==> src/hdl/resetController.sv <==
/*
 * Reset controller
 * Holds the system reset while the trigger is high or the clock
 * is not locked, stretches it, and flags the first cycle out of reset
 */
module resetController #(
    parameter int RESET_HOLD_CYCLES = 4
) (
    input  logic clk,
    input  logic reset,
    input  logic locked,
    output logic rst,
    output logic rstStart
);

    localparam int COUNT_WIDTH = $clog2(RESET_HOLD_CYCLES + 1);

    logic [COUNT_WIDTH-1:0] holdCount;
    logic rstDelayed;
    logic trigger;

    assign trigger = reset || !locked;

    always_ff @(posedge clk) begin
        if (trigger) begin
            holdCount <= COUNT_WIDTH'(RESET_HOLD_CYCLES);  // Reload while held
        end else if (holdCount != '0) begin
            holdCount <= holdCount - 1'b1;
        end
    end

    assign rst = trigger || (holdCount != '0);

    // Edge detect on the falling rst
    always_ff @(posedge clk) begin
        rstDelayed <= rst;
    end

    assign rstStart = rstDelayed && !rst;

endmodule : resetController

==> config.mk <==
export PLATFORM = sky130hd
export DESIGN_NAME = resetController
export DESIGN_NICKNAME = d
export VERILOG_FILES = /design/src/hdl/resetController.sv
export SDC_FILE = /design/constraint.sdc
export NUM_CORES = 1
export LEC_CHECK = 0
export BUFFER_PORTS_ARGS = -buffer_cell sky130_fd_sc_hd__clkbuf_2
export CORE_AREA = 2 2 39 41
export DETAILED_ROUTE_END_ITERATION = 8
export DIE_AREA = 0 0 41 43
export GPL_ROUTABILITY_DRIVEN = 0
export SLEW_MARGIN = 20
export SYNTH_ARGS = -nofsm -noshare
export SYNTH_HDL_FRONTEND = slang
export SYNTH_SLANG_ARGS = --single-unit
==> constraint.sdc <==
create_clock -name clk -period 2 [get_ports clk]
set_input_delay 0.3 -clock clk [delete_from_list [all_inputs] [get_ports clk]]
set_output_delay 0.3 -clock clk [all_outputs]
set_load 0.02 [all_outputs]
==> results_dict.tcl <==
set metrics [dict create \
    status "finished, final reports clean" \
    antenna_found_initial 0 \
    timing.setup.tns_ps 0 \
    critPathTopFamily "simple AND/OR/NAND/NOR gates" \
    cts-resized-gates 0 \
    yosys_warnings 0 \
    via_per_inst 3.558 \
    clock_path_buffers 2 \
    port_buffers 4 \
    clkTransAtPathRegs_ps 40 \
    drc 0 \
    power_density_nw_per_um2 846.6 \
    cp_num_buf_inv 2 \
    syn_inst 20 \
    num_rows 14 \
    synthesis.area_um2 200.2 \
    cts_tree "yes" \
    synth_top_cell_by_area "dfxtp_1" \
    wl_met2_um 147 \
    start_util 0.1447 \
    top_layer "met4" \
    drive_gt1_frac 0.4074 \
    drt-met1-wl_um 125 \
    multi_input_area_um2 108.9 \
    ys_seq_area_frac 0.4000 \
    post_cts_buffers 0 \
    fin_crit_ps 1681 \
    io_pins 5 \
    cp_data_arrival_time_ps 1380 \
    grt_overflow 0 \
    max_slew_margin 0.8628 \
    die_h_um 43 \
    clock_sinks 4 \
    die_area_um2 1763 \
    nNetsFinal 34 \
    fin_crit_sh 0.8406 \
    wire_per_inst_um 7.163 \
    regArea_um2 80.08 \
    drt-total-wl_um 308 \
    synth_top_area_share 0.4000 \
    root_buffer "clkbuf_4" \
    crit_chain "inv_1 > ha_1 > nor2b_4 > and3_2 > clkbuf_2" \
    startpoint_type "flip-flop" \
    die_w_um 41 \
    hold-path-cell-count 3 \
    skew_ps 3.695 \
    dr.pass1.iters 1 \
    syn_area_per_cell_um2 10.01 \
    r2r_cells 5 \
    crit_type "reg2out" \
    end_kind "output pin" \
    synth_cell_type_count 14 \
    cp_slowest_cell "dfxtp_1" \
    max-vdd-ir-drop_v 0.0002241 \
    h-tree-depth 1 \
    layout_common_cells "4 x dfxtp_1, 4 x clkbuf_2, 3 x inv_1, 3 x clkbuf_4, 2 x ha_1" \
    synth_top_cells_by_area "dfxtp_1 40%, ha_1 13%, nor2b_4 6.9%" \
    worstMarginPinSlew_ps 204.0 \
    fillers 152 \
    first_iter_violations 0 \
    grt_max_degree 6 \
    cp.required_ps 1700 \
    min_path_type "in2reg" \
    grt_usage 0.04920 \
    postRouteAntennaNets 0 \
    crit_fanout 5 \
    cp.depth 5 \
    clock_latency_ps 240 \
    finalHoldViolCount 0 \
    setup_viol 0 \
    syn_to_final_growth_pct 31.25 \
    syn_nets 25 \
    ctsHoldBuffers 0 \
    fmax_ghz 0.5948 \
    power.leakage_nw 0.1195 \
    rsz0062_at_grt "false" \
    numCtsBuffers 3 \
    cpPeakStageDelay_ps 290 \
    core_area_um2 1384 \
    grt_pass1_vias 145 \
    wl_met3_um 21 \
    ys_ff_latch 4 \
    cap_violations 0 \
    slew_violations 0 \
    final_core_util 0.1899 \
    n_antenna_cell 0 \
    grt_pass1_wl_um 510 \
    vias 153 \
]
## kinds of logic (layout without fill, tap and decap cells)
kind of cell,Yosys count,after routing,share of synthesized area
AOI/OAI and AO/OA,3,3,0.1250
DFF,4,4,0.4000
buffers and inverters,3,10,0.05625
xor gates and xnor gates,1,1,0.04376
and+or+nand+nor,7,7,0.2500
adders and majority gates,2,2,0.1250
## per-stage QoR
step	power (W)	hold WS, ps	setup WS (ps)	instances	area, um2
3_5_place_dp	0.0001242	508.8	550.7	40	240.2
3_3_place_gp	0.0001226	491.2	561.9	40	240.2
4_1_cts	0.0002291	287.8	288.9	43	262.8
2_1_floorplan	0.0001163	475.7	721.4	20	200.2
6_report	0.0002224	290.1	318.8	43	262.8
5_1_grt	0.0002418	300.7	214.9	43	262.8
## sequential cells by signal, summed over array words and instances (netlist names)
signal	cells
rstDelayed	1
holdCount	3
## area by class of cell
| cell class | count | share of cell area |
|---|---|---|
| well taps | 16 | 0.07619 |
| inverters | 3 | 0.04286 |
| repair buffers | 4 | 0.07619 |
| clock buffers | 3 | 0.08571 |
| multi-input cells | 13 | 0.4143 |
| flip-flops and latches | 4 | 0.3048 |
## cells in the mapped netlist
cell type	instances
o31ai_1	1
nor2_1	1
nor2b_1	1
a211oi_2	1
inv_1	3
a21oi_1	1
ha_1	2
nor2b_4	1
xnor2_1	1
nand2b_1	1
nor2b_2	1
dfxtp_1	4
and3_2	1
nand2_1	1
## worst register-to-register path, stage by stage (launching register included)
cell and delay [ps]:
dfxtp_1 290, inv_1 100, ha_1 190, nor2b_4 210, nor2b_2 60, a211oi_2 180
## where the power goes
part	switching, W	internal (W)
Sequential	0.00000258	0.0000856
Combinational	0.0000172	0.0000166
Clock	0.0000334	0.0000671
## final timing paths
kind	from	slack, ps	to
hold reg to reg	holdCount[1]	500	holdCount[1]
setup / recovery	holdCount[0]	320	rstStart
hold / removal	reset	290	rstDelayed
setup reg to reg	holdCount[0]	890	holdCount[1]
## metal layers
metal | track usage | vias to the layer above
met1 | 0.04180 | 65
met4 | 0.08000 | 0
li1 | - | 80
met3 | 0.01571 | 2
met5 | 0 | -
met2 | 0.06563 | 6
No activity file was read; power rests on OpenSTA's default activity.
