## src/hdl/ioPkg.sv

```systemverilog
/*
 * Board I/O types
 * Serial byte and LED paths
 */
package ioPkg;

    localparam int SERIAL_WIDTH = 8;
    localparam int LED_WIDTH = 8;

    typedef logic [SERIAL_WIDTH-1:0] SerialByte;

    // Bit 0 loaded, bit 1 sum sent, bits 7..2 low six sum bits
    typedef logic [LED_WIDTH-1:0] LedPath;

endpackage : ioPkg

```

## src/hdl/uartTx.sv

```systemverilog
/*
 * UART transmitter
 * Sends start bit, eight data bits LSB first and a stop bit on a
 * registered txd, ready again once the stop bit is out
 */
module uartTx #(
    parameter int CLKS_PER_BIT = 8
) (
    input  logic            clk,
    input  logic            rst,
    input  ioPkg::SerialByte txByte,
    input  logic            txStart,
    output logic            txd,
    output logic            txReady
);

    localparam int CW = $clog2(CLKS_PER_BIT + 1);

    logic busy;
    logic [9:0] frame;  // Stop, data, start
    logic [CW-1:0] clkCount;
    logic [3:0] bitCount;

    assign txReady = !busy;

    always_ff @(posedge clk) begin
        if (rst) begin
            busy <= 1'b0;
            txd <= 1'b1;
            clkCount <= '0;
            bitCount <= '0;
        end else if (!busy) begin
            txd <= 1'b1;
            if (txStart) begin
                busy <= 1'b1;
                frame <= {1'b1, txByte, 1'b0};
                clkCount <= '0;
                bitCount <= '0;
            end
        end else begin
            txd <= frame[0];
            if (clkCount == CW'(CLKS_PER_BIT - 1)) begin
                clkCount <= '0;
                frame <= {1'b1, frame[9:1]};
                if (bitCount == 4'd9) begin
                    busy <= 1'b0;  // Stop bit done
                end else begin
                    bitCount <= bitCount + 1'b1;
                end
            end else begin
                clkCount <= clkCount + 1'b1;
            end
        end
    end

endmodule : uartTx

```

## config.mk

```make
export PLATFORM = sky130hd
export DESIGN_NAME = uartTx
export DESIGN_NICKNAME = d
export VERILOG_FILES = /design/src/hdl/ioPkg.sv /design/src/hdl/uartTx.sv
export SDC_FILE = /design/constraint.sdc
export NUM_CORES = 1
export LEC_CHECK = 0
export ABC_AREA = 1
export BUFFER_PORTS_ARGS = -buffer_cell sky130_fd_sc_hd__buf_2
export CAP_MARGIN = 20
export CORE_MARGIN = 3
export CORE_UTILIZATION = 36
export DETAILED_ROUTE_END_ITERATION = 12
export RECOVER_POWER = 50
export SLEW_MARGIN = 5
export SYNTH_ARGS = -nofsm -noshare
export SYNTH_HDL_FRONTEND = slang
export SYNTH_SLANG_ARGS = --single-unit
```

## constraint.sdc

```tcl
create_clock -name clk -period 1.91 [get_ports clk]
set_input_delay 0.4775 -clock clk [delete_from_list [all_inputs] [get_ports clk]]
set_output_delay 0.4775 -clock clk [all_outputs]
set_load 0.01 [all_outputs]
```

==> summary.md <==
| Metric | Value |
|---|---|
| Die Y | ~55 um |
| # DRC | 0 |
| Synth top area share | 30.9% |
| R2R cell count | 9 |
| Total GRT Usage | between 10% and 20% |
| Net Count, Synth | 119 |
| Hold Path Sink | clkCount[3] |
| Setup crit start kind | register |
| Hold Crit Start | rst |
| Min Tclk post-route | 1.62 ns |
| Die X | around 55 um |
| Fin crit share | 84.9% |
| Setup TNS | 0 ns |
| Post-CTS setup buffer count | 0 |
| Syn Inst Count | 105 |
| Fraction of layout cells with a size suffix above 1 | ~15% |
| Core Area | around 0.0023 mm^2 |
| Peak supply drop | 0.000475 V |
| Die ar. | around 0.003 mm^2 |
| Root Buffer | clkbuf_4 |
| Clock Skew | 0.00575 ns |
| Total I/O pin count | 13 |
| Post-DRT Antenna Nets | 0 |
| Pwr/cell area | 758 mW/mm^2 |
| WHS | 0.387 ns |
| GR met1 Demand/Resource | a little over an eighth |
| First DRT Iteration DRCs | 4 |
| Nets | around 140 |
| WS Path Type | register to output pin |
| Crit path DAT | 1.14 ns |
| Most frequent cells after synthesis | 39 x nand2_1, 10 x dfxtp_1, 9 x edfxtp_1, 9 x inv_1, 9 x nor2_1 |
| Most frequent cell after synthesis | nand2_1 |
| Main flop type after synthesis | dfxtp_1 |
| Ant diodes | 0 |
| Yosys reg bits | 19 |
| Endpoints failing hold | 0 |
| H-tree levels | 1 |
| Vias in the first global route | slightly above 600 |
| # hold bufs at CTS | 0 |
| Clock-pin slew on the worst setup and hold paths | 0.10 ns |
| Pre-Repair DR Iteration Count | 2 |
| TritonCTS clock tree | done |
| Worst-Skew Late Latency | 0.29 ns |
| Max Root-Sink Buffers | 2 |
| Starting Density | between 30% and 40% |
| Routability cong. | ~0.82 |
| Largest net degree at the start of global routing | 11 |
| Critical R2R Capture | bitCount[2] |
| Async S/R FF share, synth | 0% |
| CP Max Fanout | 10 |
| Largest area contributor in the netlist | edfxtp_1 |
| Grt total ovfl | 0 |
| Antenna violations before repair | 0 |
| WP data required | ~1.4 ns |
| Met3 Use GR | 3.50% |
| Sink Count | 19 |
| Drt total wl | 1560 um |
| M2 GR Usage | around 18% |
| Hpwl dp | about 1200 um |
| Hold path cells | 2 |
| HP Class | input pin to register |
| Final Util | ~44% |
| Slew Viols, Final | 0 |
| Worst setup EP type | output pin |
| Synth warn | 0 |
| EDFF count, synth | 9 |
| Synth area leaders | edfxtp_1 31%, dfxtp_1 23%, nand2_1 17% |
| Vias per cell | around 4.6 |
| GRT Max-Usage Layer | met2 |
| Max cap viols | 0 |
| Post-CTS resize count | 0 |
| First-pass GRT wire length | about 2600 um |
| Worst slew pin tran | ~0.35 ns |
| Max Freq | 616 MHz |
| P_leak | approximately 0.46 nW |
| Register area share after synthesis | 53.8% |
| Synthesized area | 875 um^2 |
| Syn avg cell area | 8.33 um^2 |
| RSZ-0062 raised after global routing | false |
| Detailed-route wire length per cell | roughly 10 um |
| Port buffer count | 12 |
| Num rows | 17 |
| Worst r2r src | busy |
| Status | finished clean |
| R2r setup slk | 0.44 ns |
| # setup viols final | 0 |
| Distinct cells, synth | 19 |
| Slew HR | between 70 and 80% |
| Layout area overhead | 13.7% |
| Total CTS buffers | 3 |
| DR vias | 693 |
-- where the power goes --
| group | internal (mW) | leakage [nW] | total [mW] | switching [mW] |
|---|---|---|---|---|
| Combinational | 0.0361 | 0.279 | 0.0900 | 0.0540 |
| Sequential | 0.453 | 0.166 | 0.470 | 0.0163 |
| Clock | 0.0811 | 0.0150 | 0.194 | 0.113 |
| Total | 0.570 | 0.460 | 0.754 | 0.183 |
-- registers in the layout, summed over array words and instances (netlist names) --
signal / cells
bitCount: 4
txd: 1
clkCount: 4
frame: 9
busy: 1
-- through the flow --
| stage | std cells | cell area, um^2 | setup WS (ns) | power [mW] |
|---|---|---|---|---|
| 2_1_floorplan | 105 | 875 | 0.331 | 0.538 |
| 3_3_place_gp | 146 | 981 | 0.479 | 0.571 |
| 3_5_place_dp | 146 | 981 | 0.449 | 0.574 |
| 4_1_cts | 150 | 1010 | 0.313 | 0.774 |
| 5_1_grt | 150 | 995 | 0.201 | 0.797 |
| 6_report | 150 | 995 | 0.288 | 0.754 |
-- per-layer routing --
layer	vias to the layer above	wire length [um]
met3	2	41
met2	8	756
met1	310	753
li1	373	-
met5	-	0
met4	0	10
-- critical path: stages (launching register included) --
cell     delay [ns]
dfxtp_1        0.45
inv_1          0.21
buf_2          0.19
-- worst max path at each step --
stage	slack, ns	from	depth (start not counted)	endpoint
finish	0.29	busy	2	txReady
global route	0.20	busy	2	txReady
CTS	0.31	busy	2	txReady
detailed placement	0.45	txStart	6	frame[4]
global placement	0.48	txStart	6	frame[5]
floorplan	0.33	clkCount[0]	5	frame[0]
-- layout by cell type (no fill, tap or decap) --
master,count
nand2_1,39
buf_2,11
inv_1,10
nor2_1,10
dfxtp_1,10
edfxtp_1,9
a21oi_1,6
nand3_1,5
ha_1,3
clkbuf_4,3
clkbuf_1,3
or2_0,2
or2_2,2
nand4_1,2
inv_2,1
o21ai_0,1
a32o_1,1
o21a_1,1
a31oi_1,1
xor2_1,1
buf_4,1
-- final cells by class --
type	count	area [um^2]
tap	28	35.0
inverter	11	41.3
fill	248	1260
clock buffer	4	26.3
multi-input combinational	74	352
sequential	19	470
timing repair buffer	14	70.1
-- cell families (layout without fill, tap and decap cells) --
| group | after synthesis | in the layout | synth area share (%) |
|---|---|---|---|
| buf+inv | 12 | 29 | 5.15 |
| xor+xnor | 1 | 1 | 1.00 |
| simple gates | 60 | 60 | 29.0 |
| flops | 19 | 19 | 53.8 |
| fa+ha+maj | 3 | 3 | 4.29 |
| compound gates | 10 | 10 | 6.72 |
(Power assumes the default switching activity.)
