$ cat src/hdl/memoryPkg.sv
/*
 * Memory bus types
 * Word address and data paths plus the request and response
 * structs shared by the loader, the checksum engine and the memory
 */
package memoryPkg;

    localparam int ADDR_WIDTH = 8;  // Word address, 256 words
    localparam int DATA_WIDTH = 32;

    typedef logic [ADDR_WIDTH-1:0] AddrPath;
    typedef logic [DATA_WIDTH-1:0] DataPath;

    // Requester side, held until accepted
    typedef struct packed {
        AddrPath address;
        DataPath writeData;
        logic    readEnable;
        logic    writeEnable;
    } MemRequest;

    // Memory side
    typedef struct packed {
        DataPath readData;
        logic    readDataReady;  // One cycle, readData valid
        logic    busy;           // No new access accepted
    } MemResponse;

endpackage : memoryPkg

$ cat src/hdl/ioPkg.sv
/*
 * Board I/O types
 * Serial byte and LED paths
 */
package ioPkg;

    localparam int SERIAL_WIDTH = 8;
    localparam int LED_WIDTH = 8;

    typedef logic [SERIAL_WIDTH-1:0] SerialByte;

    // Bit 0 loaded, bit 1 sum sent, bits 7..2 low six sum bits
    typedef logic [LED_WIDTH-1:0] LedPath;

endpackage : ioPkg

$ cat src/hdl/programLoader.sv
/*
 * Program loader
 * Packs received bytes into little-endian words, writes them to
 * memory from address 0 and owns the bus until the image is in
 */
module programLoader #(
    parameter int IMAGE_WORDS = 16
) (
    input  logic                 clk,
    input  logic                 rst,
    input  ioPkg::SerialByte     rxByte,
    input  logic                 rxValid,
    input  memoryPkg::MemRequest  coreRequest,
    input  memoryPkg::MemResponse memResponse,
    output memoryPkg::MemRequest  memRequest,
    output logic                 programLoaded
);

    logic [1:0] byteIndex;
    memoryPkg::AddrPath wordCount;
    memoryPkg::DataPath wordData;
    logic writeEnable;

    always_ff @(posedge clk) begin
        if (rst) begin
            byteIndex <= '0;
            wordCount <= '0;
            writeEnable <= 1'b0;
            programLoaded <= 1'b0;
        end else begin
            if (rxValid && !programLoaded) begin
                byteIndex <= byteIndex + 1'b1;
                if (byteIndex == 2'd3) writeEnable <= 1'b1;  // Word complete
            end
            if (writeEnable && !memResponse.busy) begin
                writeEnable <= 1'b0;
                if (wordCount == memoryPkg::AddrPath'(IMAGE_WORDS - 1)) begin
                    programLoaded <= 1'b1;
                end else begin
                    wordCount <= wordCount + 1'b1;
                end
            end
        end
    end

    // First byte ends up in the low lane
    always_ff @(posedge clk) begin
        if (rxValid && !programLoaded) begin
            wordData <= {rxByte, wordData[memoryPkg::DATA_WIDTH-1:8]};
        end
    end

    // Bus mux, no reads while loading
    always_comb begin
        if (!programLoaded) begin
            memRequest.address = wordCount;
            memRequest.writeData = wordData;
            memRequest.readEnable = 1'b0;
            memRequest.writeEnable = writeEnable;
        end else begin
            memRequest = coreRequest;
        end
    end

endmodule : programLoader

$ cat config.mk
export PLATFORM = sky130hd
export DESIGN_NAME = programLoader
export DESIGN_NICKNAME = d
export VERILOG_FILES = /design/src/hdl/memoryPkg.sv /design/src/hdl/ioPkg.sv /design/src/hdl/programLoader.sv
export SDC_FILE = /design/constraint.sdc
export NUM_CORES = 1
export LEC_CHECK = 0
export BUFFER_PORTS_ARGS = -buffer_cell sky130_fd_sc_hd__buf_2
export CAP_MARGIN = 20
export CORE_MARGIN = 5
export CORE_UTILIZATION = 40
export DETAILED_ROUTE_END_ITERATION = 7
export PLACE_DENSITY_LB_ADDON = 0.3
export SLEW_MARGIN = 20
export SYNTH_ARGS = -nofsm -noshare
export SYNTH_HDL_FRONTEND = slang
export SYNTH_SLANG_ARGS = --single-unit
$ cat constraint.sdc
create_clock -name clk -period 5.5 [get_ports clk]
set_input_delay 0.825 -clock clk [delete_from_list [all_inputs] [get_ports clk]]
set_output_delay 0.825 -clock clk [all_outputs]
set_load 0.1 [all_outputs]
==> results.md <==
- Status: complete, no violations
- Reg-to-reg endpoint: byteIndex[1]$_SDFFE_PP0P_
- CTS tree: built
- Clock-pin slew on the worst setup and hold paths: 80 ps
- Post-DR vias/cell: 4.67
- Number of synthesized flops with an enable pin: 32
- Clock sink count: 44
- Synth warn: 0
- Post-Syn Area: 2000 um2
- Mapped Cells: 137
- Area contributors post-synth: edfxtp_1, mux2_2, dfxtp_1
- Synth cell types: 25
- Total clock buffers created by CTS: 5
- CP endpoint kind: output port
- Hold Crit Start: wordData[27]$_DFFE_PP_
- Max Slew Vio Count: 0
- Critical path type: register to output port
- Multi-input gate area: 778 um2
- Fillers: 410
- GR Util met3: 3.03%
- Core Area: 4790 um2
- Data arrival, critical path: 2010 ps
- Resize count post-CTS: 0
- Clk buf depth: 2
- Storage cell area: 1200 um2
- P&R area growth vs syn: 31.3%
- Worst hold path endpoint: wordData[19]$_DFFE_PP_
- Chip Height: 80.7 um
- Worst Skew: 8.18 ps
- N_diodes: 0
- Dpl cells: 294
- Final setup fails: 0
- IO Port Bufs: 96
- Top cell type's share of synthesized area: 48.0%
- Syn_area_per_cell: 14.6 um2
- # rows: 25
- Syn_nets: 226
- Fin cells: 302
- Largest net degree at the start of global routing: 46
- Static Leakage: 1.12 nW
- Wire length per cell: 13.3 um
- Initial antenna violation count: 0
- Worst Hold Class: register to register
- Peak supply drop: 177 uV
- Leading area contributor after synthesis: edfxtp_1
- R2R depth: 3
- GRT Max-Usage Layer: met2
- Synth Flop Type: edfxtp_1
- Grt met1 use: 14.9%
- DRC viols: 0
- Seq/Total Area, Yosys: 60.0%
- Via count: 1411
- RSZ-0062 raised after global routing: false
- CP startpoint kind: register
- Clock latency on the worst-skew pair: 290 ps
- Post-CTS setup buffer count: 0
- Top-count cell post-synth: mux2_2
- DR pass1 iterations: 3
- Reg2reg setup slack: 3570 ps
- Overflow after GRT: 0
- H-tree Lvls: 2
- Final Cycle Share: 51.6%
- Worst slew margin: 35.3%
- Starting density of the core: 41.8%
- Worst Tran Pin Value: 971 ps
- Gr usage total: 12.3%
- Setup TNS: 0 ps
- Critical Path RT: 4680 ps
- DRT iter0 DRCs: 40
- Antenna-violating nets left: 0
- Pwr Density: 283 nW/um2
- Die area: 6520 um2
- RePlAce Congestion: 0.838
- Share of cells above drive strength 1: 63.0%
- Vias in the first global route: 1411
- Post-layout minimum cycle time: 2840 ps
- Global routing usage on met2: 21.3%
- Reg-to-Reg Start: programLoaded$_SDFFE_PP0P_
- Top Ports: 130
- Final Hold Viols: 0
- Root Buffer: clkbuf_8
- Worst Hold Depth: 0
- FFs w/ async S/R, synth: 0%
- CTS Hold Buffers Added: 0
- Max Clk Rate: 352 MHz
- Total routed wirelength: 4010 um
- CP max FO: 45
- Max-Cap Viols: 0
- Nets: 323
- Synth top cells by count: mux2_2, edfxtp_1, dfxtp_1, nor2_1
- Chip Width: 80.7 um
- Seq cells post-synth: 44
- First-pass GRT wire length: 6200 um
==> how the worst max path moves through the flow <==
stage                                     from             end  slack [ps]  cells past startpoint
finish              programLoaded$_SDFFE_PP0P_  memRequest[16]        2660                      2
global placement    programLoaded$_SDFFE_PP0P_  memRequest[16]        2930                      2
CTS                 programLoaded$_SDFFE_PP0P_  memRequest[16]        2590                      2
global route        programLoaded$_SDFFE_PP0P_  memRequest[16]        2490                      2
floorplan           programLoaded$_SDFFE_PP0P_   memRequest[1]        2450                      3
detailed placement  programLoaded$_SDFFE_PP0P_  memRequest[16]        2930                      2
==> final cells by class <==
class / instances / share of cell area, %
flip-flops and latches: 44 / 45.8
multi-input cells: 87 / 29.6
repair buffers: 96 / 18.3
well taps: 67 / 3.19
clock buffers: 5 / 2.62
clock inverters: 3 / 0.524
==> placed cells by master, fill, tap and decap left out, drive strengths merged <==
cell type,instances
a211oi,1
a21oi,3
a31oi,1
a41oi,1
and2,1
and3,1
and4b,1
buf,96
clkbuf,5
clkinv,3
dfxtp,12
edfxtp,32
ha,2
mux2,41
mux2i,3
nand2,3
nand2b,1
nand3,1
nand4,3
nor2,10
nor2b,2
nor3,5
nor3b,1
o21bai,1
xnor2,4
xor2,1
==> report_power, final <==
part / internal [W] / switching (W) / leakage, nW
logic: 0.0000367 / 0.000135 / 0.668
registers: 0.000376 / 0.00000812 / 0.411
clock network: 0.0000862 / 0.000101 / 0.0453
==> layer usage <==
layer  vias to the layer above  routed length, um
met4                         0                 35
met3                         4                269
met2                        47               2020
met5                         -                  0
li1                        709                  -
met1                       651               1690
==> flip-flops by register name, summed over array words and instances, names as in the netlist <==
signal	count
byteIndex	2
programLoaded	1
wordCount	8
wordData	32
writeEnable	1
==> metrics by stage <==
step	setup slack [ps]	power [W]	hold slack, ps	instance area [um2]	utilization (%)
6_report	2660	0.000743	449	2630	54.9
5_1_grt	2490	0.000772	471	2630	54.9
4_1_cts	2590	0.000753	455	2630	54.9
3_5_place_dp	2930	0.000565	434	2540	53.2
3_3_place_gp	2930	0.000563	432	2540	53.2
2_1_floorplan	2450	0.000527	422	2000	-
==> critical path, stage by stage (launching register included) <==
cell and delay (ps):
dfxtp_2 980, mux2_2 320, buf_2 420
==> logic make-up (layout without fill, tap and decap cells) <==
family / after synthesis / in the layout / synth area share (%)
flops: 44 / 44 / 60.0
xor+xnor: 5 / 5 / 2.19
fa+ha+maj: 2 / 2 / 1.25
compound gates: 7 / 7 / 2.63
simple gates: 29 / 29 / 7.88
mux: 44 / 44 / 24.6
buf+inv: 6 / 104 / 1.44
Power figures use the tool's default switching activity.
