===== src/hdl/ioPkg.sv =====
/*
 * Board I/O types
 * Serial byte and LED paths
 */
package ioPkg;

    localparam int SERIAL_WIDTH = 8;
    localparam int LED_WIDTH = 8;

    typedef logic [SERIAL_WIDTH-1:0] SerialByte;

    // Bit 0 loaded, bit 1 sum sent, bits 7..2 low six sum bits
    typedef logic [LED_WIDTH-1:0] LedPath;

endpackage : ioPkg


===== src/hdl/uartRx.sv =====
/*
 * UART receiver
 * Synchronizes rxd, samples each bit at its center and delivers
 * a byte with a one-cycle valid at the middle of the stop bit
 */
module uartRx #(
    parameter int CLKS_PER_BIT = 8
) (
    input  logic            clk,
    input  logic            rst,
    input  logic            rxd,
    output ioPkg::SerialByte rxByte,
    output logic            rxValid
);

    localparam int CW = $clog2(CLKS_PER_BIT + 1);

    typedef enum logic [1:0] {
        RxIdle,
        RxStart,
        RxData,
        RxStop
    } RxState;

    RxState state;
    logic [1:0] syncReg;
    logic rxdSync;
    logic [CW-1:0] clkCount;
    logic [2:0] bitCount;
    ioPkg::SerialByte shiftReg;

    assign rxdSync = syncReg[1];

    always_ff @(posedge clk) begin
        if (rst) begin
            syncReg <= 2'b11;  // Idle line is high
        end else begin
            syncReg <= {syncReg[0], rxd};
        end
    end

    always_ff @(posedge clk) begin
        if (rst) begin
            state <= RxIdle;
            clkCount <= '0;
            bitCount <= '0;
            rxValid <= 1'b0;
        end else begin
            rxValid <= 1'b0;
            case (state)
                RxIdle: begin
                    clkCount <= '0;
                    bitCount <= '0;
                    if (!rxdSync) state <= RxStart;
                end
                RxStart: begin  // Recheck the start bit at its center
                    if (clkCount == CW'(CLKS_PER_BIT / 2 - 1)) begin
                        clkCount <= '0;
                        state <= rxdSync ? RxIdle : RxData;
                    end else begin
                        clkCount <= clkCount + 1'b1;
                    end
                end
                RxData: begin
                    if (clkCount == CW'(CLKS_PER_BIT - 1)) begin
                        clkCount <= '0;
                        bitCount <= bitCount + 1'b1;
                        if (bitCount == 3'd7) state <= RxStop;
                    end else begin
                        clkCount <= clkCount + 1'b1;
                    end
                end
                RxStop: begin
                    if (clkCount == CW'(CLKS_PER_BIT - 1)) begin
                        rxValid <= rxdSync;  // Framing error drops the byte
                        state <= RxIdle;
                    end else begin
                        clkCount <= clkCount + 1'b1;
                    end
                end
                default: state <= RxIdle;
            endcase
        end
    end

    // LSB arrives first
    always_ff @(posedge clk) begin
        if (state == RxData && clkCount == CW'(CLKS_PER_BIT - 1)) begin
            shiftReg <= {rxdSync, shiftReg[7:1]};
        end
        if (state == RxStop && clkCount == CW'(CLKS_PER_BIT - 1)) begin
            rxByte <= shiftReg;
        end
    end

endmodule : uartRx


===== config.mk =====
export PLATFORM = sky130hd
export DESIGN_NAME = uartRx
export DESIGN_NICKNAME = d
export VERILOG_FILES = /design/src/hdl/ioPkg.sv /design/src/hdl/uartRx.sv
export SDC_FILE = /design/constraint.sdc
export NUM_CORES = 1
export LEC_CHECK = 0
export ABC_AREA = 1
export ABC_CLOCK_PERIOD_IN_PS = 1300
export BUFFER_PORTS_ARGS = -buffer_cell sky130_fd_sc_hd__buf_2
export CAP_MARGIN = 20
export CORE_MARGIN = 10
export CORE_UTILIZATION = 49
export CTS_CLUSTER_SIZE = 24
export DETAILED_ROUTE_END_ITERATION = 8
export PLACE_DENSITY = 0.72
export SLEW_MARGIN = 10
export SYNTH_ARGS = -nofsm -noshare
export SYNTH_HDL_FRONTEND = slang
export SYNTH_SLANG_ARGS = --single-unit
export TNS_END_PERCENT = 5

===== constraint.sdc =====
create_clock -name clk -period 1.3 [get_ports clk]
set_input_delay 0.065 -clock clk [delete_from_list [all_inputs] [get_ports clk]]
set_output_delay 0.065 -clock clk [all_outputs]
set_load 0.02 [all_outputs]

==> flow_metrics.env <==
export IMPL_detail_route_wl_per_cell_um=13.60
export IMPL_std_cell_rows=16
export IMPL_layout_commonest_cell="edfxtp_1"
export IMPL_overflow=0
export IMPL_start_util_pct=53.06
export IMPL_fmax_ghz=0.7811
export IMPL_first_pass_iters=4
export IMPL_antenna_found_initial=0
export IMPL_ioPinCount=12
export IMPL_diodes=0
export IMPL_seqPwrFrac_pct=59.4
export IMPL_multiInputGateArea_um2=342.8
export IMPL_status="complete, no violations"
export IMPL_drc=0
export IMPL_syn_to_final_growth_pct=24.03
export IMPL_cts_sinks=28
export IMPL_finalSetupViolations=0
export IMPL_postRouteAntennaNets=0
export IMPL_route_vias_total=679
export IMPL_cp_end_kind="flip-flop"
export IMPL_leakage_uw=0.0004674
export IMPL_nFillCells=161
export IMPL_ff_latch_area_um2=733.2
export IMPL_peakVddDrop_uv=754.6
export IMPL_drt_iter0_drc=10
export IMPL_pwr_share_comb_pct=7.2
export IMPL_r2r_start="bitCount[0]"
export IMPL_hold_path_class="reg -> reg"
export IMPL_htree_levels=1
export IMPL_place_gp_congestion=0.9159
export IMPL_place_hpwl_mm=1.320
export IMPL_hold_viol_final=0
export IMPL_setup_worst_path_class="reg -> reg"
export IMPL_tightest_slew_ps=229.1
export IMPL_dieArea_um2=4430
export IMPL_grt_max_degree=17
export IMPL_drt_total_wl_mm=1.849
export IMPL_ys_warn_count=0
export IMPL_synth_area_leaders="edfxtp_1 45%, dfxtp_1 23%, nand2_1 5.3%"
export IMPL_netlist_area_leader_share_pct=45.23
export IMPL_synth_area_per_cell_um2=11.94
export IMPL_vias_per_cell=4.993
export IMPL_relSlewSlack_pct=84.71
export IMPL_power_density_nw_per_um2=1244
export IMPL_syn_num_nets=95
export IMPL_clockPowerShare_pct=33.4
export IMPL_layout_drive_gt1_share_pct=38.53
export IMPL_finalMaxSlewViolations=0
export IMPL_core_um2=2002
export IMPL_grt_setup_unrepaired="true"
export IMPL_min_period_ps=1280
export IMPL_fin_skew_ps=1.588
export IMPL_whs_ps=436.6
export IMPL_clk_latency_ps=320
export IMPL_numCtsBuffers=3
export IMPL_clockRootBuffer="clkbuf_4"
export IMPL_clkTransAtPathRegs_ps=140
export IMPL_p_sw_uw=334.6
export IMPL_drv_cap=0
export IMPL_yosysTopAreaCell="edfxtp_1"
export IMPL_grt_pass1_vias=707
export IMPL_worstPathRequired_ps=1560
export IMPL_reg2regPathDepth=9
export IMPL_cts_tree="done"
export IMPL_ys_seq_area_share_pct=67.84
export IMPL_mostFrequentLayoutCells="16 x edfxtp_1, 14 x nand2_1, 11 x buf_2, 9 x nor2_1, 6 x dfxtp_1"
export IMPL_portBuffers=11
export IMPL_grt_usage_pct=9.262
export IMPL_r2r_slack_ps=20
export IMPL_synth_area_um2=1062
export IMPL_timing_final_crit_share_pct=98.48
export IMPL_fp_dieW_um=66.56
export IMPL_synth_distinct_cells=25
export IMPL_fin_setup_tns_ps=0
export IMPL_p_int_uw=1304
export IMPL_hp_start="syncReg[0]"
export IMPL_holdPathStages=1
export IMPL_syn_inst=89
export IMPL_power_share_switching_pct=20.41
export IMPL_nets=116
export IMPL_ys_ff_latch=28
export IMPL_grt_pass1_wl_mm=3.098
export IMPL_chipHeight_um=66.56
export IMPL_whs_endpoint="syncReg[1]"
export IMPL_cp_arrival_ps=1540
export IMPL_cp_max_fo=2
export IMPL_cts_max_path_buffers=2
export IMPL_start_kind="flip-flop"
[timing repair]
item | in CTS | in global routing
endpoints found under the hold margin | 1 | 1
setup endpoints to repair | 9 | 22
resized for setup | 7 | 5
buffers inserted | 1 | 0
pin swaps | 3 | 3
hold buffers | 1 | 1
[synthesized netlist by cell type]
cell / count
or2_2: 2
inv_2: 2
edfxtp_1: 16
nor2_1: 9
ha_1: 3
nor2_4: 1
clkinv_1: 1
a21oi_1: 5
nand2_2: 2
dfxtp_1: 12
nor3_1: 1
inv_1: 5
clkbuf_1: 1
nand3_1: 2
xor2_1: 1
a21oi_2: 1
a211oi_2: 1
nand3_4: 1
o21ai_0: 3
nor3_4: 1
nor2_2: 1
nand2_1: 15
nand4_1: 1
a22oi_1: 1
buf_2: 1
[power groups by stage]
stage                     Clock (uW)  Combinational [uW]  Sequential, uW
after floorplan                    0                90.4             986
after global placement             0                 105             991
after detailed placement           0                 110             991
after CTS                        564                 112             972
after global routing             603                 133             975
final                            548                 118             973
[metrics by stage]
stage | setup WS, ps | util [%] | std cells | cell area (um^2) | total power [uW]
after floorplan | -14.87 | - | 89 | 1077 | 1076
after global placement | 20.47 | 59.94 | 129 | 1200 | 1096
after detailed placement | -7.535 | 59.94 | 129 | 1200 | 1101
after CTS | 5.332 | 64.94 | 135 | 1300 | 1648
after global routing | -39.56 | 65.81 | 136 | 1318 | 1711
final | 19.73 | 65.81 | 136 | 1318 | 1639
[metal layers]
| metal | up-vias | share of wire, % | global-route usage [%] | routed length (um) |
|---|---|---|---|---|
| met3 | 6 | 4.8 | 2.508 | 89 |
| met2 | 14 | 52 | 16.11 | 958 |
| met1 | 322 | 40 | 9.199 | 741 |
| met4 | 0 | 3.2 | 6.806 | 59 |
| li1 | 337 | - | - | - |
| met5 | - | 0 | 0 | 0 |
[critical path, cell delays in order (launching register included)]
cell and delay [ps]:
dfxtp_2 360, ha_4 170, ha_4 150, inv_1 40, nand3_1 80, nand2_2 80, clkinv_1 60, nand4_1 80
nand2_1 80, a21oi_2 120
[worst max path at each step]
| stage | cells past startpoint | from | endpoint |
|---|---|---|---|
| floorplan | 3 | clkCount[0] | shiftReg[0] |
| global placement | 4 | clkCount[0] | shiftReg[7] |
| detailed placement | 9 | bitCount[0] | flip-flop |
| CTS | 9 | bitCount[1] | flip-flop |
| global route | 7 | clkCount[0] | flip-flop |
| finish | 9 | bitCount[0] | flip-flop |
[sequential cells by signal, indices dropped and copies added, names as in the netlist, named ones only]
signal    cells
state         1
bitCount      3
clkCount      4
syncReg       2
rxByte        8
rxValid       1
shiftReg      8
[logic make-up (layout without fill, tap and decap cells)]
logic type	Yosys count	in the layout	synth area share, %
compound gates	11	11	6.478
xor+xnor	1	1	0.8247
fa+ha+maj	3	3	3.534
buf+inv	10	30	3.651
flops	28	28	67.84
simple gates	36	36	17.67
[area by class of cell]
| type | count | share of cell area (%) |
|---|---|---|
| clock buffer | 3 | 1.709 |
| clock inverter | 1 | 2.279 |
| inverter | 8 | 2.279 |
| multi-input combinational | 51 | 26.02 |
| sequential | 28 | 55.65 |
| tap | 27 | 2.564 |
| timing repair buffer | 18 | 9.497 |
Power figures use the tool's default switching activity.
