`src/hdl/memoryPkg.sv`:
```
/*
 * Memory bus types
 * Word address and data paths plus the request and response
 * structs shared by the loader, the checksum engine and the memory
 */
package memoryPkg;

    localparam int ADDR_WIDTH = 8;  // Word address, 256 words
    localparam int DATA_WIDTH = 32;

    typedef logic [ADDR_WIDTH-1:0] AddrPath;
    typedef logic [DATA_WIDTH-1:0] DataPath;

    // Requester side, held until accepted
    typedef struct packed {
        AddrPath address;
        DataPath writeData;
        logic    readEnable;
        logic    writeEnable;
    } MemRequest;

    // Memory side
    typedef struct packed {
        DataPath readData;
        logic    readDataReady;  // One cycle, readData valid
        logic    busy;           // No new access accepted
    } MemResponse;

endpackage : memoryPkg

```
`src/hdl/ioPkg.sv`:
```
/*
 * Board I/O types
 * Serial byte and LED paths
 */
package ioPkg;

    localparam int SERIAL_WIDTH = 8;
    localparam int LED_WIDTH = 8;

    typedef logic [SERIAL_WIDTH-1:0] SerialByte;

    // Bit 0 loaded, bit 1 sum sent, bits 7..2 low six sum bits
    typedef logic [LED_WIDTH-1:0] LedPath;

endpackage : ioPkg

```
`src/hdl/checksumCore.sv`:
```
/*
 * Checksum engine
 * Waits for the loaded image, reads and sums every word, sends
 * the 32-bit sum over the UART and shows status on the LEDs
 */
module checksumCore #(
    parameter int IMAGE_WORDS = 16
) (
    input  logic                 clk,
    input  logic                 rst,
    input  logic                 rstStart,
    input  logic                 programLoaded,
    input  memoryPkg::MemResponse memResponse,
    output memoryPkg::MemRequest  coreRequest,
    output ioPkg::SerialByte     txByte,
    output logic                 txStart,
    input  logic                 txReady,
    output ioPkg::LedPath        ledOut
);

    typedef enum logic [2:0] {
        CoreWait,
        CoreRead,
        CoreAccum,
        CoreSend,
        CoreDone
    } CoreState;

    CoreState state;
    memoryPkg::AddrPath readAddress;
    memoryPkg::DataPath sum;
    logic [1:0] byteIndex;

    // Read-only requester
    assign coreRequest.address = readAddress;
    assign coreRequest.writeData = '0;
    assign coreRequest.readEnable = (state == CoreRead);
    assign coreRequest.writeEnable = 1'b0;

    assign txByte = sum[{byteIndex, 3'b000} +: 8];
    assign txStart = (state == CoreSend) && txReady;

    always_ff @(posedge clk) begin
        if (rst) begin
            state <= CoreWait;
            readAddress <= '0;
            sum <= '0;
            byteIndex <= '0;
        end else begin
            case (state)
                CoreWait: begin
                    readAddress <= '0;
                    sum <= '0;
                    byteIndex <= '0;
                    if (programLoaded) state <= CoreRead;
                end
                CoreRead: begin
                    if (!memResponse.busy) state <= CoreAccum;  // Accepted
                end
                CoreAccum: begin
                    if (memResponse.readDataReady) begin
                        sum <= sum + memResponse.readData;
                        if (readAddress == memoryPkg::AddrPath'(IMAGE_WORDS - 1)) begin
                            state <= CoreSend;
                        end else begin
                            readAddress <= readAddress + 1'b1;
                            state <= CoreRead;
                        end
                    end
                end
                CoreSend: begin
                    if (txReady) begin
                        byteIndex <= byteIndex + 1'b1;
                        if (byteIndex == 2'd3) state <= CoreDone;
                    end
                end
                CoreDone: state <= CoreDone;  // Hold until reset
                default: state <= CoreWait;
            endcase
        end
    end

    // Status LEDs
    always_ff @(posedge clk) begin
        if (rst || rstStart) begin
            ledOut <= '0;
        end else begin
            ledOut[0] <= programLoaded;
            ledOut[1] <= (state == CoreDone);
            ledOut[7:2] <= (state == CoreDone) ? sum[5:0] : 6'b0;
        end
    end

endmodule : checksumCore

```
`config.mk`:
```
export PLATFORM = sky130hd
export DESIGN_NAME = checksumCore
export DESIGN_NICKNAME = d
export VERILOG_FILES = /design/src/hdl/memoryPkg.sv /design/src/hdl/ioPkg.sv /design/src/hdl/checksumCore.sv
export SDC_FILE = /design/constraint.sdc
export NUM_CORES = 1
export LEC_CHECK = 0
export BUFFER_PORTS_ARGS = -buffer_cell sky130_fd_sc_hd__buf_2
export CAP_MARGIN = 20
export CORE_MARGIN = 4
export CORE_UTILIZATION = 50
export CTS_BUF_LIST = sky130_fd_sc_hd__clkbuf_2
export CTS_CLUSTER_SIZE = 16
export DETAILED_ROUTE_END_ITERATION = 7
export PLACE_DENSITY = 0.8
export SLEW_MARGIN = 20
export SYNTH_ARGS = -nofsm -noshare
export SYNTH_HDL_FRONTEND = slang
export SYNTH_SLANG_ARGS = --single-unit
```
`constraint.sdc`:
```
create_clock -name clk -period 5.73 [get_ports clk]
set_clock_uncertainty 0.05 [all_clocks]
set_input_delay 0.8595 -clock clk [delete_from_list [all_inputs] [get_ports clk]]
set_output_delay 0.8595 -clock clk [all_outputs]
set_load 0.01 [all_outputs]
```
==> impl_metrics.sql, run 1 <==
INSERT INTO impl_metrics (metric_group, metric, value, unit) VALUES
('timing', 'final.min_clock_period', '3.04', 'ns'),
('grt', 'grt_start_max_net_pins', '24', ''),
('clock_network', 'insertion_delay', '0.45', 'ns'),
('run_status', 'status', 'finished clean', ''),
('power_and_ir_drop', 'vdd.ir_drop.worst', '0.0944', 'mV'),
('critical_path', 'worstReg2RegEnd', 'sum[28]$_SDFFE_PP0P_', ''),
('timing', 'grt_setup_unrepaired', 'false', ''),
('clock_network', 'htreeDepth', '2', ''),
('critical_path', 'worstSetupPathType', 'flop to flop', ''),
('power_and_ir_drop', 'pwr_density_cell', '153', 'nW/µm²'),
('timing', 'pin_slew_with_the_least_headroom_to_its_limit', '0.893', 'ns'),
('routing', 'num_vias', '3832', ''),
('logic_synthesis', 'postSynthAreaPerCell', '8.12', 'µm²'),
('clock_network', 'cts_tree', 'done', ''),
('logic_synthesis', 'postSynthCellCount', '514', ''),
('clock_network', 'max-clock-path-buffers', '2', ''),
('clock_network', 'cts_post_setup_buffers_inserted', '0', ''),
('critical_path', 'worst-endpoint-required', '6.10', 'ns'),
('grt', 'grt_pass1_vias', '3709', ''),
('critical_path', 'worstSetupPathDepth', '6', ''),
('routing', 'routedWlPerCell', '15.5', 'µm'),
('clock_network', 'numCtsBuffers', '5', ''),
('routing', 'routed_via_density', '5.75', ''),
('critical_path', 'critical_path_arrival', '3.41', 'ns'),
('critical_path', 'path_buf_inv', '1', ''),
('grt', 'antenna_found_initial', '1', ''),
('critical_path', 'crit_chain', 'inv_4 > nor4b_4 > nand2b_1 > or3_1 > or4_1 > nand3_1', ''),
('timing', 'total_negative_setup_slacks', '0', 'ns'),
('timing', 'setup_viol', '0', ''),
('critical_path', 'worstPathMaxFanout', '18', ''),
('floorplan', 'num_rows', '33', ''),
('timing', 'worst_rel_slew_slack', '0.402', ''),
('layout', 'register_area', '1060', 'µm²'),
('layout', 'drive_above_1_share', '0.176', ''),
('grt', 'grt_most_used_layer', 'met2', ''),
('routing', 'detail_route.wirelength', '10.3', 'mm'),
('clock_network', 'cts-hold-fix-buffers', '0', ''),
('critical_path', 'worstSetupEndpoint', 'sum[28]$_SDFFE_PP0P_', ''),
('clock_network', 'cts.sinks', '53', ''),
('floorplan', 'pin_count', '98', ''),
('grt', 'globalRoute.totalOverflow', '0', ''),
('logic_synthesis', 'asyncSetResetFlopFracSynth', '0', ''),
('logic_synthesis', 'ys.warnings.count', '0', ''),
('critical_path', 'crit_path_start', 'state[1]$_SDFFE_PP0P_', ''),
('logic_synthesis', 'synth_seq_area_share', '0.254', ''),
('power_and_ir_drop', 'total_leakage_power', '0.00205', 'µW'),
('floorplan', 'initial_core_util', '0.511', ''),
('floorplan', 'coreArea', '8180', 'µm²'),
('timing', 'post-route-period-util', '0.531', ''),
('placed_design', 'count_of_input_and_output_buffers', '64', ''),
('clock_network', 'cts.clk_slew.worst_paths', '0.31', 'ns'),
('floorplan', 'dieWidth', '99.4', 'µm'),
('grt', 'met1_usage', '0.260', ''),
('critical_path', 'end_kind', 'flop', ''),
('logic_synthesis', 'ys_dominant_reg_cell', 'sky130_fd_sc_hd__dfxtp_1', ''),
('logic_synthesis', 'postSynthRegisterBits', '53', ''),
('logic_synthesis', 'post_synth_instance_area', '4180', 'µm²'),
('grt', 'global_route.usage.met2', '0.358', ''),
('layout', 'num-fill-cells', '807', ''),
('placed_design', 'globalplace.congestion', '0.945', ''),
('layout', 'finish.net_count', '633', ''),
('critical_path', 'cp_top_family', 'simple AND/OR/NAND/NOR gates', ''),
('critical_path', 'r2r_start', 'state[1]$_SDFFE_PP0P_', ''),
('logic_synthesis', 'synth_enable_flop_cells', '0', ''),
('routing', 'drcViolationCount', '0', ''),
('critical_path', 'critical-path-slowest-cell', 'sky130_fd_sc_hd__nor4b_4', ''),
('critical_path', 'critPathMaxStageDelay', '0.71', 'ns'),
('critical_path', 'rrSetupSlack', '2.69', 'ns'),
('logic_synthesis', 'synth_cell_types', '68', ''),
('routing', 'drt_initial_violations', '168', ''),
('min_path', 'hold_path_class', 'flop to flop', '');
[state kept, by name, indices dropped and copies added, names as in the netlist]
signal / flops
state: 3
byteIndex: 2
ledOut: 8
readAddress: 8
sum: 32
[stage by stage]
stage,hold slack (ns),util,cells,setup slack (ns),area (µm²)
global placement,0.419,0.539,658,2.51,4410
floorplan,0.389,-,546,2.81,4300
detailed placement,0.423,0.539,658,2.47,4410
global route,0.475,0.545,667,2.41,4460
finish,0.455,0.545,667,2.69,4460
CTS,0.459,0.545,666,2.71,4460
[placed cells by master (no fill, tap or decap), types with 4 or more instances in the layout]
cell                       netlist  final
sky130_fd_sc_hd__buf_2           2     64
sky130_fd_sc_hd__dfxtp_1        53     53
sky130_fd_sc_hd__nand2_1        52     52
sky130_fd_sc_hd__nor2_1         43     43
sky130_fd_sc_hd__a21oi_1        37     37
sky130_fd_sc_hd__ha_1           33     33
sky130_fd_sc_hd__conb_1          1     33
sky130_fd_sc_hd__o21ai_0        30     30
sky130_fd_sc_hd__a21o_1         19     19
sky130_fd_sc_hd__nand3_1        13     13
sky130_fd_sc_hd__xnor2_1        12     12
sky130_fd_sc_hd__or3_1          11     11
sky130_fd_sc_hd__xor2_1         11     11
sky130_fd_sc_hd__inv_1          10     10
sky130_fd_sc_hd__a22oi_1         9      9
sky130_fd_sc_hd__mux4_2          8      8
sky130_fd_sc_hd__nor3_1          8      8
sky130_fd_sc_hd__o21ai_1         7      7
sky130_fd_sc_hd__and2_1          7      7
sky130_fd_sc_hd__nand4_1         6      6
sky130_fd_sc_hd__o21a_1          6      6
sky130_fd_sc_hd__and3_1          5      5
sky130_fd_sc_hd__a32o_1          5      5
sky130_fd_sc_hd__clkbuf_2        3      5
sky130_fd_sc_hd__nor4_1          4      4
sky130_fd_sc_hd__o21bai_1        4      4
sky130_fd_sc_hd__a32oi_1         4      4
[kinds of logic (layout without fill, tap and decap cells)]
logic type	Yosys count	count (layout)	share of synthesized area
compound gates	153	153	0.247
xor+xnor	23	23	0.0482
fa+ha+maj	34	34	0.104
buf+inv	69	84	0.0947
flops	53	53	0.254
mux	9	9	0.0455
other cells	1	34	0.000898
simple gates	172	172	0.206
[where the power goes]
part           internal, µW  switching [µW]
Sequential              375            8.71
Clock                  33.1             136
Combinational          49.8            81.0
[synth_stat cells (all sizes together) (4+ instances only)]
library cell,number,share of area
or3,12,0.018
nand4,6,0.0090
o21bai,4,0.0072
nand3,13,0.016
a32o,5,0.012
o21ai,38,0.046
ha,33,0.099
nor3,8,0.0096
o31ai,6,0.016
nor4,4,0.0060
mux4,8,0.043
a22oi,9,0.016
and3,5,0.0075
a21oi,39,0.049
nor2b,4,0.0078
xor2,11,0.023
and2,7,0.010
clkbuf,20,0.019
inv,11,0.010
buf,38,0.065
a21o,19,0.034
a32oi,4,0.0084
nand2,52,0.047
o211ai,4,0.0084
xnor2,12,0.025
dfxtp,53,0.25
nor2,43,0.039
o21a,6,0.011
[worst reg2reg max path, stage by stage (launching register included)]
cell and delay, ns:
sky130_fd_sc_hd__dfxtp_1 0.63, sky130_fd_sc_hd__inv_4 0.10, sky130_fd_sc_hd__nor4b_4 0.71, sky130_fd_sc_hd__nand2b_1 0.58
sky130_fd_sc_hd__or3_1 0.47, sky130_fd_sc_hd__or4_1 0.39, sky130_fd_sc_hd__nand3_1 0.08
[how the worst min path moves through the flow]
stage	from	end	slack, ns	cells after the start
global route	sum[8]$_SDFFE_PP0P_	sum[8]$_SDFFE_PP0P_	0.47	2
CTS	sum[6]$_SDFFE_PP0P_	sum[6]$_SDFFE_PP0P_	0.46	2
finish	sum[8]$_SDFFE_PP0P_	sum[8]$_SDFFE_PP0P_	0.45	2
global placement	sum[8]$_SDFFE_PP0P_	sum[8]$_SDFFE_PP0P_	0.42	2
floorplan	sum[26]$_SDFFE_PP0P_	sum[26]$_SDFFE_PP0P_	0.39	2
detailed placement	sum[8]$_SDFFE_PP0P_	sum[8]$_SDFFE_PP0P_	0.42	2
[area by class of cell]
class,count,area share
clock buffers,5,0.00561
clock inverters,3,0.00589
repair buffers,65,0.0735
multi-input cells,424,0.637
diodes,1,0.000561
well taps,105,0.0295
inverters,11,0.00982
flip-flops and latches,53,0.238
[layer usage]
| metal | part of all wire | up-vias |
|---|---|---|
| li1 | - | 1898 |
| met1 | 0.42 | 1761 |
| met2 | 0.47 | 151 |
| met3 | 0.079 | 22 |
| met4 | 0.025 | 0 |
| met5 | 0 | - |
(Power assumes the default switching activity.)
==> run 2: changes to the inputs <==
- clock period: 5.73 -> 3.2 ns (I/O delays scaled with it)
==> impl_metrics.sql, run 2 (synthesis results as in run 1) <==
INSERT INTO impl_metrics (metric_group, metric, value, unit) VALUES
('critical_path', 'end_kind', 'flop', ''),
('clock_network', 'insertion_delay', '0.46', 'ns'),
('layout', 'drive_above_1_share', '0.182', ''),
('floorplan', 'dieWidth', '99.4', 'µm'),
('critical_path', 'worst-endpoint-required', '3.57', 'ns'),
('timing', 'final.min_clock_period', '2.71', 'ns'),
('floorplan', 'coreArea', '8180', 'µm²'),
('run_status', 'status', 'finished clean', ''),
('timing', 'hold_violations', '0', ''),
('clock_network', 'numCtsBuffers', '5', ''),
('placed_design', 'count_of_input_and_output_buffers', '64', ''),
('clock_network', 'max-clock-path-buffers', '2', ''),
('grt', 'antenna_found_initial', '0', ''),
('timing', 'post-route-period-util', '0.848', ''),
('critical_path', 'crit_path_start_kind', 'flop', ''),
('layout', 'largest_reg_flops', '32', ''),
('grt', 'grt_pass1_vias', '3497', ''),
('layout', 'fin_util', '0.549', ''),
('clock_network', 'post_cts_resized', '0', ''),
('critical_path', 'critical_path_arrival', '3.08', 'ns'),
('clock_network', 'cts-hold-fix-buffers', '0', ''),
('timing', 'worst_rel_slew_slack', '0.514', ''),
('grt', 'grt.total_usage', '0.206', ''),
('timing', 'grt_setup_unrepaired', 'false', ''),
('timing', 'final-max-slew-violation-count', '0', ''),
('layout', 'most-common-layout-cells', 'sky130_fd_sc_hd__buf_2, sky130_fd_sc_hd__dfxtp_1, sky130_fd_sc_hd__nand2_1', ''),
('routing', 'drcViolationCount', '0', ''),
('floorplan', 'initial_core_util', '0.511', ''),
('layout', 'mostFrequentLayoutCell', 'sky130_fd_sc_hd__buf_2', ''),
('floorplan', 'pin_count', '98', ''),
('clock_network', 'cts_post_setup_buffers_inserted', '0', ''),
('grt', 'grt_pass1_wl', '16.6', 'mm'),
('grt', 'grt_start_max_net_pins', '24', ''),
('clock_network', 'cts.clk_slew.worst_paths', '0.28', 'ns'),
('clock_network', 'root_buffer', 'sky130_fd_sc_hd__clkbuf_2', ''),
('grt', 'globalRoute.totalOverflow', '0', ''),
('routing', 'detail_route.wirelength', '10.5', 'mm'),
('layout', 'top_regs', 'sum x32, ledOut x8, readAddress x8', ''),
('routing', 'first_pass_iters', '5', ''),
('timing', 'pin_slew_with_the_least_headroom_to_its_limit', '0.727', 'ns'),
('power_and_ir_drop', 'vdd.ir_drop.worst', '0.151', 'mV'),
('clock_network', 'cts.sinks', '53', ''),
('min_path', 'hold_path_class', 'primary input to flop', ''),
('critical_path', 'worstPathMaxFanout', '5', ''),
('clock_network', 'cts_tree', 'done', ''),
('floorplan', 'fp.dieArea', '9880', 'µm²'),
('placed_design', 'total_half_perimeter_wirelength_after_legalization_and_detailed_placement', '8.49', 'mm'),
('timing', 'timing.fmax', '369', 'MHz'),
('timing', 'total_negative_setup_slacks', '0', 'ns'),
('placed_design', 'globalplace.congestion', '0.997', ''),
('floorplan', 'num_rows', '33', ''),
('power_and_ir_drop', 'pwr_density_cell', '270', 'nW/µm²'),
('critical_path', 'worstSetupPathType', 'flop to flop', ''),
('layout', 'largest-register', 'sum', ''),
('routing', 'num_vias', '3873', ''),
('layout', 'areaGrowthSynthToFinish', '7.46', '%'),
('routing', 'routed_via_density', '5.77', ''),
('routing', 'ant_nets', '0', ''),
('power_and_ir_drop', 'total_leakage_power', '0.00207', 'µW'),
('timing', 'setup_viol', '0', ''),
('layout', 'antenna_cells_inserted', '0', ''),
('clock_network', 'htreeDepth', '2', ''),
('routing', 'routedWlPerCell', '15.7', 'µm'),
('routing', 'drt_initial_violations', '176', ''),
('layout', 'num-fill-cells', '763', ''),
('layout', 'finish.net_count', '638', ''),
('floorplan', 'dieHeight', '99.4', 'µm'),
('run', 'drv_cap', '0', '');
[run 2: cell types whose count changed in the layout (fill, tap and decap cells not counted)]
cell / before / now
sky130_fd_sc_hd__nor2b_2: 1 / 0
sky130_fd_sc_hd__buf_4: 1 / 6
sky130_fd_sc_hd__nor2b_1: 2 / 3
sky130_fd_sc_hd__clkinvlp_4: 2 / 1
sky130_fd_sc_hd__clkinv_2: 0 / 1
sky130_fd_sc_hd__diode_2: 1 / 0
sky130_fd_sc_hd__inv_8: 1 / 0
sky130_fd_sc_hd__inv_6: 0 / 1
[run 2: metal layers]
| metal | share of wire | track usage | vias to the layer above |
|---|---|---|---|
| met5 | 0 | 0 | - |
| met4 | 0.029 | 0.0746 | 0 |
| met3 | 0.062 | 0.0330 | 24 |
| met2 | 0.48 | 0.350 | 151 |
| met1 | 0.43 | 0.263 | 1788 |
| li1 | - | - | 1910 |
[run 2: critical path: stages, from the launching register on]
cell and delay [ns]:
sky130_fd_sc_hd__dfxtp_1 0.42, sky130_fd_sc_hd__ha_1 0.23, sky130_fd_sc_hd__inv_1 0.08, sky130_fd_sc_hd__fa_1 0.25
sky130_fd_sc_hd__nor2b_4 0.07, sky130_fd_sc_hd__o31ai_4 0.27, sky130_fd_sc_hd__a21oi_1 0.12, sky130_fd_sc_hd__o21a_1 0.22
sky130_fd_sc_hd__o211ai_2 0.21, sky130_fd_sc_hd__a21oi_1 0.17, sky130_fd_sc_hd__or4_1 0.52, sky130_fd_sc_hd__nand3_1 0.09
[run 2: final cells by class]
| cell class | instances | area, µm² | area share |
|---|---|---|---|
| inverters | 11 | 43.8 | 0.00976 |
| well taps | 105 | 131 | 0.0293 |
| multi-input cells | 424 | 2840 | 0.633 |
| repair buffers | 70 | 365 | 0.0814 |
| clock buffers | 5 | 25.0 | 0.00558 |
| flip-flops and latches | 53 | 1060 | 0.236 |
| clock inverters | 3 | 21.3 | 0.00474 |
[run 2: report_power, final]
part	total, µW	switching [µW]	internal, µW
sequential	687	15.4	672
combinational	239	147	91.3
clock	286	230	55.5
total	1210	393	819
[run 2: worst paths after layout]
check,cells after the start,start,to,slack [ns]
max,11,sum[0]$_SDFFE_PP0P_,sum[28]$_SDFFE_PP0P_,0.49
min,2,programLoaded,ledOut[0]$_SDFF_PP0_,0.17
max reg2reg,11,sum[0]$_SDFFE_PP0P_,sum[28]$_SDFFE_PP0P_,0.49
min reg2reg,2,sum[26]$_SDFFE_PP0P_,sum[26]$_SDFFE_PP0P_,0.45
[run 2: per-stage QoR]
step / total power [µW] / instances / area, µm² / setup WS [ns] / hold slack [ns]
after floorplan: 892 / 546 / 4300 / 0.662 / 0.389
after global placement: 926 / 663 / 4440 / 0.400 / 0.420
after detailed placement: 932 / 663 / 4440 / 0.325 / 0.425
after CTS: 1220 / 671 / 4490 / 0.512 / 0.143
after global routing: 1280 / 671 / 4490 / 0.375 / 0.119
final: 1210 / 671 / 4490 / 0.488 / 0.171
==> run 3: changes to the inputs <==
- clock period: 3.2 -> 2.65 ns (I/O delays scaled with it)
==> impl_metrics.sql, run 3 (synthesis results as in run 1) <==
INSERT INTO impl_metrics (metric_group, metric, value, unit) VALUES
('clock_network', 'cts_tree', 'done', ''),
('critical_path', 'worstSetupPathType', 'flop to flop', ''),
('floorplan', 'num_rows', '33', ''),
('floorplan', 'initial_core_util', '0.511', ''),
('grt', 'globalRoute.totalOverflow', '0', ''),
('placed_design', 'total_half_perimeter_wirelength_after_legalization_and_detailed_placement', '8.68', 'mm'),
('grt', 'grt_pass1_wl', '17.3', 'mm'),
('routing', 'ant_nets', '0', ''),
('placed_design', 'dp_slack', '-0.0516', 'ns'),
('power_and_ir_drop', 'vdd.ir_drop.worst', '0.210', 'mV'),
('placed_design', 'placed_cells_incl_taps', '683', ''),
('critical_path', 'crit_chain', 'ha_1 > buf_4 > a21o_1 > a21o_1 > a21oi_1 > o21ai_0 > a21oi_2 > a21oi_1 > or4_1 > nand3_1', ''),
('floorplan', 'coreArea', '8180', 'µm²'),
('floorplan', 'pin_count', '98', ''),
('timing', 'final.min_clock_period', '2.56', 'ns'),
('critical_path', 'crit_path_start_kind', 'flop', ''),
('power_and_ir_drop', 'total_leakage_power', '0.00219', 'µW'),
('layout', 'largest-register', 'sum', ''),
('clock_network', 'max-clock-path-buffers', '2', ''),
('timing', 'setup_viol', '0', ''),
('timing', 'worst_rel_slew_slack', '0.588', ''),
('floorplan', 'fp.dieArea', '9880', 'µm²'),
('timing', 'post-route-period-util', '0.966', ''),
('layout', 'num-fill-cells', '784', ''),
('critical_path', 'cp_top_family', 'compound AO/OA/AOI/OAI gates', ''),
('critical_path', 'end_kind', 'flop', ''),
('grt', 'antenna_found_initial', '0', ''),
('layout', 'finish.net_count', '660', ''),
('run', 'drv_cap', '0', ''),
('clock_network', 'cts.sinks', '53', ''),
('layout', 'areaGrowthSynthToFinish', '12.5', '%'),
('layout', 'top_regs', 'sum x32, ledOut x8, readAddress x8', ''),
('min_path', 'hold_path_class', 'primary input to flop', ''),
('layout', 'layout.cells.non_filler', '693', ''),
('timing', 'pin_slew_with_the_least_headroom_to_its_limit', '0.617', 'ns'),
('run_status', 'status', 'finished clean', ''),
('floorplan', 'dieHeight', '99.4', 'µm'),
('timing', 'grt_setup_unrepaired', 'true', ''),
('floorplan', 'dieWidth', '99.4', 'µm'),
('grt', 'grt.total_usage', '0.214', ''),
('timing', 'finalWorstSetupSlack', '0.0891', 'ns'),
('placed_design', 'count_of_input_and_output_buffers', '64', ''),
('critical_path', 'critical_path_arrival', '2.94', 'ns'),
('routing', 'routedWlPerCell', '15.7', 'µm'),
('grt', 'grt_pass1_vias', '3691', ''),
('routing', 'num_vias', '3950', ''),
('layout', 'antenna_cells_inserted', '0', ''),
('power_and_ir_drop', 'pwr_density_cell', '319', 'nW/µm²'),
('timing', 'final-max-slew-violation-count', '0', ''),
('grt', 'grt_start_max_net_pins', '24', ''),
('placed_design', 'globalplace.congestion', '0.976', ''),
('clock_network', 'insertion_delay', '0.46', 'ns'),
('clock_network', 'htreeDepth', '2', ''),
('routing', 'drt_initial_violations', '192', ''),
('critical_path', 'critPathMaxStageDelay', '0.50', 'ns'),
('clock_network', 'root_buffer', 'sky130_fd_sc_hd__clkbuf_2', ''),
('timing', 'total_negative_setup_slacks', '0', 'ns'),
('critical_path', 'path_buf_inv', '1', ''),
('layout', 'mostFrequentLayoutCell', 'sky130_fd_sc_hd__buf_2', ''),
('critical_path', 'worst-endpoint-required', '3.03', 'ns'),
('routing', 'first_pass_iters', '4', ''),
('critical_path', 'worstPathMaxFanout', '5', ''),
('timing', 'timing.fmax', '390', 'MHz'),
('routing', 'routed_via_density', '5.70', ''),
('layout', 'largest_reg_flops', '32', ''),
('layout', 'drive_above_1_share', '0.231', ''),
('timing', 'hold_violations', '0', ''),
('critical_path', 'critical-path-slowest-cell', 'sky130_fd_sc_hd__or4_1', ''),
('routing', 'detail_route.wirelength', '10.9', 'mm'),
('layout', 'most-common-layout-cells', 'sky130_fd_sc_hd__buf_2, sky130_fd_sc_hd__nand2_1, sky130_fd_sc_hd__dfxtp_1', ''),
('clock_network', 'numCtsBuffers', '5', ''),
('clock_network', 'cts.clk_slew.worst_paths', '0.30', 'ns'),
('routing', 'drcViolationCount', '0', ''),
('power_and_ir_drop', 'design_power_total', '1500', 'µW');
-- run 3: cell types whose count changed in the layout (fill, tap and decap cells not counted), moves of 2 or more --
cell and delta:
sky130_fd_sc_hd__a21oi_1 -3, sky130_fd_sc_hd__dfxtp_1 -2, sky130_fd_sc_hd__nor4_1 -2, sky130_fd_sc_hd__nor4_2 +2
sky130_fd_sc_hd__a21oi_2 +3, sky130_fd_sc_hd__buf_4 +22
-- run 3: timing repair --
item / in CTS / in global routing
hold buffers: 0 / 0
gates resized for setup: 0 / 13
setup buffers: 0 / 2
setup endpoints to repair: 0 / 8
-- run 3: cell type report --
class / count / area, µm² / area share
Inverter: 11 / 43.8 / 0.00932
Clock buffer: 5 / 25.0 / 0.00533
Timing Repair Buffer: 92 / 531 / 0.113
Sequential cell: 53 / 1070 / 0.227
Clock inverter: 3 / 26.3 / 0.00559
Tap cell: 105 / 131 / 0.0280
Multi-Input combinational cell: 424 / 2880 / 0.612
-- run 3: per-layer routing --
| layer | part of all wire | track usage |
|---|---|---|
| met1 | 0.43 | 0.278 |
| met2 | 0.48 | 0.365 |
| met3 | 0.058 | 0.0337 |
| met4 | 0.023 | 0.0683 |
| met5 | 0 | 0 |
-- run 3: stage by stage --
step            util  hold slack, ns  cell area [µm²]
2_1_floorplan      -           0.389             4300
3_3_place_gp   0.562           0.420             4590
3_5_place_dp   0.562           0.428             4590
4_1_cts        0.568          0.0583             4640
5_1_grt        0.575          0.0457             4700
6_report       0.575          0.0831             4700
-- run 3: path summary, 6_finish.rpt --
path | start | end | slack, ns | cells past startpoint
setup / recovery | sum[13]$_SDFFE_PP0P_ | sum[28]$_SDFFE_PP0P_ | 0.09 | 10
setup reg to reg | sum[13]$_SDFFE_PP0P_ | sum[28]$_SDFFE_PP0P_ | 0.09 | 10
hold / removal | programLoaded | ledOut[0]$_SDFF_PP0_ | 0.08 | 2
hold reg to reg | sum[26]$_SDFFE_PP0P_ | sum[26]$_SDFFE_PP0P_ | 0.46 | 2
-- run 3: report_power, final --
part / switching [µW] / internal [µW]
clock network: 294 / 71.3
registers: 17.5 / 811
logic: 183 / 123
total: 495 / 1000
